===== config.mk =====
export PLATFORM = sky130hd
export DESIGN_NAME = decode
export DESIGN_NICKNAME = d
export VERILOG_FILES = /design/src/rtl/decodePkg.sv /design/src/rtl/controlDecoder.sv /design/src/rtl/decode.sv /design/src/rtl/immExtend.sv /design/src/rtl/regFile.sv
export SDC_FILE = /design/constraint.sdc
export NUM_CORES = 1
export LEC_CHECK = 0
export BUFFER_PORTS_ARGS = -buffer_cell sky130_fd_sc_hd__buf_2
export CELL_PAD_IN_SITES_DETAIL_PLACEMENT = 0
export CELL_PAD_IN_SITES_GLOBAL_PLACEMENT = 1
export CORE_MARGIN = 8
export CORE_UTILIZATION = 50
export DETAILED_ROUTE_END_ITERATION = 10
export PLACE_DENSITY_LB_ADDON = 0.1
export SYNTH_ARGS = -nofsm -noshare
export SYNTH_HDL_FRONTEND = slang
export SYNTH_SLANG_ARGS = --single-unit

===== constraint.sdc =====
create_clock -name clk -period 8.8 [get_ports clk]
set_input_delay 1.76 -clock clk [delete_from_list [all_inputs] [get_ports clk]]
set_output_delay 1.76 -clock clk [all_outputs]
set_load 0.01 [all_outputs]

===== src/rtl/decodePkg.sv =====
package decodePkg;

   localparam int wordWidth = 16;                  // datapath word
   localparam int regCount = 8;                    // architectural registers
   localparam int regIdxWidth = $clog2(regCount);  // bits in a register index

   // instruction field positions
   localparam int rsLsb = 8;                       // rs sits in bits 10 to 8
   localparam int rtLsb = 5;                       // rt sits in bits 7 to 5
   localparam int rdLsb = 2;                       // rd sits in bits 4 to 2
   localparam int imm5Width = 5;                   // short immediate in bits 4 to 0
   localparam int imm8Width = 8;                   // long immediate in bits 7 to 0
   localparam int dispWidth = 11;                  // jump displacement in bits 10 to 0

   typedef logic [wordWidth-1:0] word_t;           // register data and immediates
   typedef logic [regIdxWidth-1:0] regIdx_t;       // register number
   typedef logic [4:0] opcode_t;                   // instruction bits 15 to 11
   typedef logic [1:0] funct_t;                    // instruction bits 1 to 0

   localparam regIdx_t linkReg = 3'd7;             // return address lands here

   // top three opcode bits pick the instruction group
   localparam logic [2:0] grpJump = 3'b001;
   localparam logic [2:0] grpImmArith = 3'b010;
   localparam logic [2:0] grpBranch = 3'b011;
   localparam logic [2:0] grpMem = 3'b100;
   localparam logic [2:0] grpImmShift = 3'b101;
   localparam logic [2:0] grpReg = 3'b110;
   localparam logic [2:0] grpCompare = 3'b111;     // 000 is halt and nop

   typedef enum logic [2:0] {
      aluRol = 3'd0,                               // rotate left
      aluSll = 3'd1,                               // shift left logical
      aluRor = 3'd2,                               // rotate right
      aluSrl = 3'd3,                               // shift right logical
      aluAdd = 3'd4,
      aluAnd = 3'd5,
      aluOr = 3'd6,
      aluXor = 3'd7
   } aluOp_t;

   typedef enum logic [1:0] {
      bSrcReg = 2'd0,                              // second read port
      bSrcImm5 = 2'd1,                             // extended bits 4 to 0
      bSrcImm8 = 2'd2                              // extended bits 7 to 0
   } bSrc_t;

   typedef enum logic [1:0] {
      wbPc = 2'd0,                                 // pc plus 2 for links
      wbMem = 2'd1,                                // load data
      wbAlu = 2'd2,
      wbImm = 2'd3                                 // immediate straight through
   } regSrc_t;

   typedef enum logic [1:0] {
      dstRt = 2'd0,
      dstRs = 2'd1,
      dstRd = 2'd2,
      dstLink = 2'd3
   } regDst_t;

   typedef enum logic [1:0] {
      brEqz = 2'd0,
      brNez = 2'd1,
      brLtz = 2'd2,
      brGez = 2'd3
   } branchCmd_t;

   typedef enum logic [2:0] {
      setNone = 3'd0,                              // plain alu result
      setEq = 3'd4,
      setLt = 3'd5,
      setLe = 3'd6,
      setCo = 3'd7                                 // carry out of rs plus rt
   } setOp_t;

endpackage


===== src/rtl/controlDecoder.sv =====
module controlDecoder import decodePkg::*; (
   input  word_t      instruction,
   output logic       zeroExt,         // 1 zero extends the immediates
   output aluOp_t     aluOpr,
   output bSrc_t      bSrc,
   output logic       invA,            // complement operand a
   output logic       invB,            // complement operand b
   output logic       slbi,            // shift rs by 8 before the or
   output logic       btr,             // bit reverse of rs
   output logic       memWrt,
   output logic       aluJmp,          // pc from alu result
   output logic       pcOrAdd,         // pc from pc plus displacement
   output logic       immSrc,          // pc adder takes imm8 instead of displacement
   output regSrc_t    regSrc,
   output logic       branching,
   output branchCmd_t branchCmd,
   output setOp_t     setCtrl,
   output logic       writeEn,
   output regIdx_t    writeReg
);

   opcode_t opcode;                    // bits 15 to 11
   funct_t  funct;                     // bits 1 to 0
   regDst_t regDst;                    // which field names the destination

   assign opcode = instruction[15:11];
   assign funct = instruction[1:0];

   always_comb begin
      // everything idle unless a group turns it on
      zeroExt = 1'b0;
      aluOpr = aluRol;
      bSrc = bSrcReg;
      invA = 1'b0;
      invB = 1'b0;
      slbi = 1'b0;
      btr = 1'b0;
      memWrt = 1'b0;
      aluJmp = 1'b0;
      pcOrAdd = 1'b0;
      immSrc = 1'b0;
      regSrc = wbPc;
      branching = 1'b0;
      branchCmd = brEqz;
      setCtrl = setNone;
      writeEn = 1'b0;
      regDst = dstRt;

      case (opcode[4:2])
         grpJump: begin
            aluOpr = aluAdd;                     // rs plus imm for the register forms
            case (opcode[1:0])
               2'b00: begin                      // j
                  pcOrAdd = 1'b1;
               end
               2'b01: begin                      // jr
                  bSrc = bSrcImm8;
                  aluJmp = 1'b1;
               end
               2'b10: begin                      // jal
                  pcOrAdd = 1'b1;
                  regDst = dstLink;
                  writeEn = 1'b1;                // regSrc stays wbPc
               end
               default: begin                    // jalr
                  bSrc = bSrcImm8;
                  aluJmp = 1'b1;
                  regDst = dstLink;
                  writeEn = 1'b1;
               end
            endcase
         end

         grpImmArith: begin
            bSrc = bSrcImm5;
            regSrc = wbAlu;
            writeEn = 1'b1;                      // result goes to rt field
            case (opcode[1:0])
               2'b00: begin                      // addi
                  aluOpr = aluAdd;
               end
               2'b01: begin                      // subi computes imm minus rs
                  aluOpr = aluAdd;
                  invA = 1'b1;
               end
               2'b10: begin                      // xori
                  aluOpr = aluXor;
                  zeroExt = 1'b1;
               end
               default: begin                    // andni
                  aluOpr = aluAnd;
                  zeroExt = 1'b1;
                  invB = 1'b1;
               end
            endcase
         end

         grpBranch: begin
            aluOpr = aluAdd;
            branching = 1'b1;
            immSrc = 1'b1;                       // target is pc plus 2 plus imm8
            case (opcode[1:0])
               2'b00: branchCmd = brEqz;
               2'b01: branchCmd = brNez;
               2'b10: begin
                  branchCmd = brLtz;
                  invB = 1'b1;                   // sign test on rs
               end
               default: begin
                  branchCmd = brGez;
                  invB = 1'b1;
               end
            endcase
         end

         grpMem: begin
            aluOpr = aluAdd;                     // address is rs plus imm5
            bSrc = bSrcImm5;
            case (opcode[1:0])
               2'b00: begin                      // st stores the rt field
                  memWrt = 1'b1;
               end
               2'b01: begin                      // ld
                  regSrc = wbMem;
                  writeEn = 1'b1;
               end
               2'b10: begin                      // slbi
                  aluOpr = aluOr;
                  bSrc = bSrcReg;                // shifted rs is or'ed with toShift
                  slbi = 1'b1;
                  zeroExt = 1'b1;
                  regSrc = wbAlu;
                  regDst = dstRs;
                  writeEn = 1'b1;
               end
               default: begin                    // stu also writes the address back
                  memWrt = 1'b1;
                  regSrc = wbAlu;
                  regDst = dstRs;
                  writeEn = 1'b1;
               end
            endcase
         end

         grpImmShift: begin
            bSrc = bSrcImm5;                     // alu uses the low 4 bits only
            regSrc = wbAlu;
            writeEn = 1'b1;
            case (opcode[1:0])
               2'b00: aluOpr = aluRol;
               2'b01: aluOpr = aluSll;
               2'b10: aluOpr = aluRor;
               default: aluOpr = aluSrl;
            endcase
         end

         grpReg: begin
            writeEn = 1'b1;
            case (opcode[1:0])
               2'b00: begin                      // lbi loads signed imm8 into rs
                  bSrc = bSrcImm8;
                  regSrc = wbImm;
                  regDst = dstRs;
               end
               2'b01: begin                      // btr
                  btr = 1'b1;
                  regSrc = wbAlu;
                  regDst = dstRd;
               end
               2'b10: begin                      // register shifts by rt
                  regSrc = wbAlu;
                  regDst = dstRd;
                  case (funct)
                     2'b00: aluOpr = aluRol;
                     2'b01: aluOpr = aluSll;
                     2'b10: aluOpr = aluRor;
                     default: aluOpr = aluSrl;
                  endcase
               end
               default: begin                    // register arithmetic
                  regSrc = wbAlu;
                  regDst = dstRd;
                  case (funct)
                     2'b00: aluOpr = aluAdd;
                     2'b01: begin                // sub is rt minus rs
                        aluOpr = aluAdd;
                        invA = 1'b1;
                     end
                     2'b10: aluOpr = aluXor;
                     default: begin              // andn
                        aluOpr = aluAnd;
                        invB = 1'b1;
                     end
                  endcase
               end
            endcase
         end

         grpCompare: begin
            regSrc = wbAlu;
            regDst = dstRd;
            writeEn = 1'b1;
            case (opcode[1:0])
               2'b00: setCtrl = setEq;
               2'b01: setCtrl = setLt;
               2'b10: setCtrl = setCo;
               default: setCtrl = setLe;
            endcase
         end

         default: ;                              // halt keeps the idle controls
      endcase
   end

   // destination field select
   always_comb begin
      case (regDst)
         dstRt: writeReg = instruction[rtLsb +: regIdxWidth];
         dstRs: writeReg = instruction[rsLsb +: regIdxWidth];
         dstRd: writeReg = instruction[rdLsb +: regIdxWidth];
         default: writeReg = linkReg;
      endcase
   end

endmodule


===== src/rtl/decode.sv =====
module decode import decodePkg::*; (
   input  logic       clk,
   input  logic       reset,
   input  word_t      instruction,
   input  word_t      dataWrite,       // writeback value for this instruction
   output word_t      readData1,
   output word_t      readData2,
   output word_t      imm1,
   output word_t      imm2,
   output word_t      toShift,
   output word_t      wordAlignJump,
   output aluOp_t     aluOpr,
   output bSrc_t      bSrc,
   output logic       invA,
   output logic       invB,
   output logic       slbi,
   output logic       btr,
   output setOp_t     setCtrl,
   output logic       branching,
   output branchCmd_t branchCmd,
   output logic       memWrt,
   output logic       aluJmp,
   output logic       pcOrAdd,
   output logic       immSrc,
   output regSrc_t    regSrc
);

   logic    zeroExt;                   // decoder to extender
   logic    writeEn;                   // decoder to register file
   regIdx_t writeReg;

   controlDecoder ctrl (
      .instruction (instruction),
      .zeroExt     (zeroExt),
      .aluOpr      (aluOpr),
      .bSrc        (bSrc),
      .invA        (invA),
      .invB        (invB),
      .slbi        (slbi),
      .btr         (btr),
      .memWrt      (memWrt),
      .aluJmp      (aluJmp),
      .pcOrAdd     (pcOrAdd),
      .immSrc      (immSrc),
      .regSrc      (regSrc),
      .branching   (branching),
      .branchCmd   (branchCmd),
      .setCtrl     (setCtrl),
      .writeEn     (writeEn),
      .writeReg    (writeReg)
   );

   regFile regs (
      .clk       (clk),
      .reset     (reset),
      .readSel1  (instruction[rsLsb +: regIdxWidth]),   // rs
      .readSel2  (instruction[rtLsb +: regIdxWidth]),   // rt
      .writeSel  (writeReg),
      .writeData (dataWrite),
      .writeEn   (writeEn),
      .readData1 (readData1),
      .readData2 (readData2)
   );

   immExtend ext (
      .instruction   (instruction),
      .zeroExt       (zeroExt),
      .imm1          (imm1),
      .imm2          (imm2),
      .toShift       (toShift),
      .wordAlignJump (wordAlignJump)
   );

endmodule


===== src/rtl/immExtend.sv =====
module immExtend import decodePkg::*; (
   input  word_t instruction,
   input  logic  zeroExt,              // from the control decoder
   output word_t imm1,                 // bits 4 to 0 extended
   output word_t imm2,                 // bits 7 to 0 extended
   output word_t toShift,              // raw low byte for slbi
   output word_t wordAlignJump         // bits 10 to 0 sign extended
);

   logic imm1Fill;                     // upper bits of imm1
   logic imm2Fill;                     // upper bits of imm2

   assign imm1Fill = ~zeroExt & instruction[imm5Width-1];
   assign imm2Fill = ~zeroExt & instruction[imm8Width-1];

   assign imm1 = {{(wordWidth-imm5Width){imm1Fill}}, instruction[imm5Width-1:0]};
   assign imm2 = {{(wordWidth-imm8Width){imm2Fill}}, instruction[imm8Width-1:0]};

   assign toShift = {{(wordWidth-imm8Width){1'b0}}, instruction[imm8Width-1:0]};

   // displacement is always signed
   assign wordAlignJump = {{(wordWidth-dispWidth){instruction[dispWidth-1]}},
                           instruction[dispWidth-1:0]};

endmodule


===== src/rtl/regFile.sv =====
module regFile import decodePkg::*; (
   input  logic    clk,
   input  logic    reset,
   input  regIdx_t readSel1,           // rs
   input  regIdx_t readSel2,           // rt
   input  regIdx_t writeSel,
   input  word_t   writeData,
   input  logic    writeEn,
   output word_t   readData1,
   output word_t   readData2
);

   word_t regs [regCount];             // eight words of storage

   always_ff @(posedge clk) begin
      if (reset) begin
         for (int i = 0; i < regCount; i++) begin
            regs[i] <= '0;             // every register starts at zero
         end
      end else if (writeEn) begin
         regs[writeSel] <= writeData;  // seen by reads from next cycle on
      end
   end

   // no write bypass so a same cycle read returns the old word
   assign readData1 = regs[readSel1];
   assign readData2 = regs[readSel2];

endmodule


### Yosys cells after proc, flatten, opt, wreduce, memory -nomap -nowiden

Memory sizes are Yosys's and may differ from the RTL's.
Index checks and enable logic that the tools add are counted.
Widths: inputs -> output; s select.

| storage, ports and cells | value |
|---|---|
| RAM bits | 128 |
| input port bits | 34 |
| bits in registers | 0 |
| output and inout bits | 117 |
| memories kept | 1 |
| logic and storage cells | 84 |

| operators by class | value |
|---|---|
| bitwise gates (word level) | 3 |
| muxes and demuxes | 53 |
| reduce and logical (&&, ||, !) cells | 14 |
| eq/ne operators | 13 |

Memory list:

| name | words | width | read ports | clocked after Yosys merged registers in | wr ports | RTL line | text |
|---|---|---|---|---|---|---|---|
| regs.regs | 8 | 16 | 2 | 0 | 8 | regFile.sv:13 | `word_t regs [regCount];` |

Operators with widths:

| cell | number |
|---|---|
| $pmux 2 s3 | 5 |
| $mux 1 | 27 |
| $mux 16 | 1 |
| $pmux 2 s4 | 2 |
| $reduce_or 16->1 | 1 |
| $pmux 3 s5 | 1 |
| $eq 3x3->1 const B | 4 |
| $mux 2 | 6 |
| $pmux 2 s2 | 3 |
| $reduce_or 2->1 | 6 |
| $pmux 3 s3 | 1 |
| $reduce_or 3->1 | 3 |
| $eq 2x1->1 const B | 3 |
| $eq 2x2->1 const B | 3 |
| $eq 3x2->1 const B | 2 |
| $logic_not 2->1 | 3 |
| $mux 3 | 2 |
| $pmux 1 s3 | 2 |
| $pmux 3 s2 | 1 |
| $pmux 1 s2 | 2 |
| $reduce_or 4->1 | 1 |
| $eq 3x1->1 const B | 1 |
| $and 1x1->1 | 2 |
| $not 1->1 | 1 |

### Longest topological paths before layout

| depth | value |
|---|---|
| depth in word-level cells | 9 |
| depth in mapped cells | 9 |
| depth with buffers taken out | 7 |

### Cells and area by module

A second synthesis with hierarchy kept.

| unflattened totals | value |
|---|---|
| cell total of the unflattened synthesis | 582 |
| area, all modules | 8055.2 um2 |

Modules (own cells, without submodules):

| module | seq. area each (um2) | times used | cells an instance | area each (um2) |
|---|---|---|---|---|
| regFile | 3843.7 | 1 | 430 | 6975.4 |
| controlDecoder | 0.0 | 1 | 85 | 583.1 |
| immExtend | 0.0 | 1 | 67 | 496.7 |

### Worst setup path after synthesis

OpenSTA, ideal clock, no wires.

| path | value |
|---|---|
| path kind | in2out |
| start | input instruction[5] |
| end | output readData2[0] |
| data required time | 7.040 ns |
| buffers on the path | 2 |
| stages on the path | 4 |
| data arrival time | 3.234 ns |
| path slack | 3.806 ns |
| cells stage by stage | clkbuf_1 buf_2 mux4_2 mux2_2 |

| between the ends | value |
|---|---|
| word-level cells in the longest chain between the ends | 1 |

RTL lines:

| what | RTL line | text |
|---|---|---|
| start, declared | decode.sv:4 | `input word_t instruction,` |
| $mem_v2 8x16 | -- |  |
| end, declared | decode.sv:7 | `output word_t readData2,` |

Every way passes these cells.

### Worst setup path after layout

| path | value |
|---|---|
| start | input instruction[8] |
| end | output readData1[15] |

| between the ends | value |
|---|---|
| word-level cells in the longest chain between the ends | 1 |

RTL lines:

| what | RTL line | text |
|---|---|---|
| $mem_v2 8x16 | -- |  |
| end, declared | decode.sv:6 | `output word_t readData1,` |

Every way passes these cells.

==> flow_metrics.py <==
metrics = {
    "final_layout": {
        "drive_gt1_share_pct": 46.7,
        "largest_reg_flops": 128,
        "largest-register": "regs.regs",
        "top_regs": "regs.regs x128",
        "antenna_cells": 0,
        "syn_to_final_growth_pct": 11.5,
        "final_cells": 860,
        "register_area_mm2": 0.00384,
        "fillers": 1290,
        "multi_input_area_mm2": 0.00351,
        "fin_util_pct": 56.7,
        "nets": 671,
    },
    "synthesis": {
        "synth_async_sr_flop_share_pct": 0,
        "yosys-top-cells-area": "edfxtp_1 48%, mux4_2 18%, and2_1 10%, buf_4 6.1%, mux2_2 4.5%",
        "ys_ff_latch": 128,
        "synth_ff_type": "edfxtp_1",
        "synthesis.area_mm2": 0.00805,
        "synth_top_area_share_pct": 47.8,
        "yosysMostFrequentCell": "and2_1",
        "yosys_warnings": 0,
        "yosysSeqAreaShare_pct": 47.8,
        "synth-edff-count": 128,
        "synthTopCellsByCount": "132 x and2_1, 128 x edfxtp_1, 65 x buf_4",
        "synth_top_area_cell": "edfxtp_1",
        "yosysUniqueCellTypes": 49,
        "syn_inst": 554,
        "syn_avg_cell_area_um2": 14.5,
    },
    "clock_tree": {
        "clock-root-buffer": "clkbuf_16",
        "cts-resized-gates": 0,
        "path_clk_slew_ns": 0.06,
        "numCtsBuffers": 17,
        "htree_levels": 4,
        "cts.sinks": 128,
        "clock_tree.buffer_depth": 2,
        "post-cts-setup-buffer-count": 0,
        "cts_tree": "done",
        "holdBufCountCts": 0,
    },
    "global_route": {
        "grt_overflow": 0,
        "antenna_found_initial": 0,
        "grt_pass1_wl_mm": 29.7,
        "track_usage_pct": 20.1,
        "grt_max_degree": 38,
        "grt_pass1_vias": 4939,
    },
    "setup_path": {
        "worstSetupStartpoint": "instruction[8]",
        "crit_top_cell": "buf_2",
        "crit_family": "multiplexers",
        "worstPathRequired_ns": 7.04,
        "cp.arrival_ns": 3.51,
        "slowest_delay_ns": 0.60,
        "endpoint": "readData1[15]",
        "crit_chain": "buf_2 -> buf_4 -> mux4_2 -> mux2_2 -> buf_2",
        "critPathBufInv": 3,
        "setup.worst_path.class": "input port to output port",
        "cp.depth": 5,
        "end_kind": "output port",
        "slowest_stage": "buf_4",
        "critPathLaunchType": "input port",
        "cp_max_fo": 35,
    },
    "power_and_ir_drop": {
        "p_seq_share_pct": 44.3,
        "p_switching_mw": 0.440,
        "clkPwrFrac_pct": 38.3,
        "pwr-share-comb_pct": 17.4,
        "switching_share_pct": 26.1,
        "vdd_drop_max_mv": 0.149,
        "intPower_mw": 1.25,
        "finalPower_mw": 1.69,
        "power_density_mw_per_mm2": 188,
        "cellLeakagePower_nw": 3.38,
    },
    "drt": {
        "dr.pass1.iters": 5,
        "drt-total-wl_mm": 19.9,
        "antenna_left": 0,
        "via_per_inst": 5.63,
        "drc_errors": 0,
        "drt_iter0_drc": 317,
        "vias": 4845,
        "wl_per_cell_um": 23.2,
    },
    "sta": {
        "fin_crit_sh_pct": 59.9,
        "drv_slew": 0,
        "fmax_mhz": 190,
        "period_needed_ns": 5.27,
        "setup_viol": 0,
        "tightestPinTransition_ns": 1.09,
        "layout_setup_ws_ns": 3.53,
        "relSlewSlack_pct": 27.6,
        "fin_setup_tns_ns": 0,
        "hold_viol": 0,
        "rsz0062_at_grt": "false",
    },
    "floorplan": {
        "rows": 46,
        "dieWidth_um": 143,
        "coreArea_mm2": 0.0158,
        "num_io_pins": 151,
        "start_util_pct": 50.9,
        "die_y_um": 143,
        "dieArea_mm2": 0.0204,
    },
    "job": {
        "maxCapViolCount": 0,
    },
    "placed_design": {
        "place_ws_ns": 3.50,
        "placed_cells": 829,
        "gp_congestion": 0.732,
        "io_buffers": 142,
        "dp_hpwl_mm": 12.0,
    },
    "worst_hold_path": {
        "min_path_type": "input port to flop",
    },
    "outcome": {
        "status": "completed",
    },
}
-- cell usage in the layout, fill, tap and decap left out, types with 2 or more instances in the layout --
master / instances
nor4_4: 8
nand2_1: 7
or2_1: 8
nor3_1: 2
buf_4: 10
clkinvlp_4: 3
mux2_2: 32
inv_1: 5
nand2b_1: 7
o21ai_0: 2
clkinv_1: 2
a221oi_4: 2
conb_1: 8
ha_1: 5
a21oi_1: 6
mux4_2: 64
buf_2: 142
edfxtp_1: 128
clkinv_2: 3
and3_1: 2
nor2b_1: 7
a32o_1: 3
clkbuf_16: 17
clkinv_4: 3
o22ai_1: 2
and2_1: 132
nor2_1: 7
inv_6: 2
-- how the worst min path moves through the flow --
stage | start | to | cells past startpoint
3_5_place_dp | dataWrite[8] | regs.regs[0][8] | 2
3_3_place_gp | dataWrite[6] | regs.regs[3][6] | 2
5_1_grt | dataWrite[8] | regs.regs[4][8] | 2
2_1_floorplan | dataWrite[0] | regs.regs[0][0] | 1
4_1_cts | dataWrite[8] | regs.regs[0][8] | 2
6_report | dataWrite[6] | regs.regs[7][6] | 2
-- cells by family after synthesis --
kind of cell             Yosys count  synth area share (%)
AND/OR/NAND/NOR                  188                  16.0
flip-flops                       128                  47.8
buffers and inverters            105                  8.97
multiplexers                      97                  22.5
AO/OA/AOI/OAI                     30                  3.92
adder cells (fa/ha/maj)            5                 0.777
other                              1                0.0466
-- through the flow --
stage / cell area (µm²) / hold WS, ns
2_1_floorplan: 8080 / 1.96
3_3_place_gp: 8430 / 2.12
3_5_place_dp: 8430 / 2.12
4_1_cts: 8970 / 1.69
5_1_grt: 8970 / 1.70
6_report: 8970 / 1.70
-- power by group through the flow --
stage,Clock [mW],Combinational (mW),Sequential (mW)
floorplan,0,0.221,0.749
global placement,0,0.295,0.755
detailed placement,0,0.298,0.759
CTS,0.651,0.299,0.747
global route,0.675,0.315,0.754
finish,0.645,0.293,0.747
-- per-layer routing --
layer	vias up	track usage, %	routed length [µm]
li1	2168	-	-
met3	12	4.37	1370
met2	179	34.8	10100
met4	0	5.03	119
met5	-	0	0
met1	2486	25.0	8310
-- area by class of cell --
type / instances / area share (%)
well taps: 216 / 3.01
inverters: 5 / 0.209
clock inverters: 14 / 1.32
clock buffers: 17 / 4.74
flip-flops and latches: 128 / 42.8
repair buffers: 152 / 8.76
multi-input cells: 328 / 39.1
(Power assumes the default switching activity.)
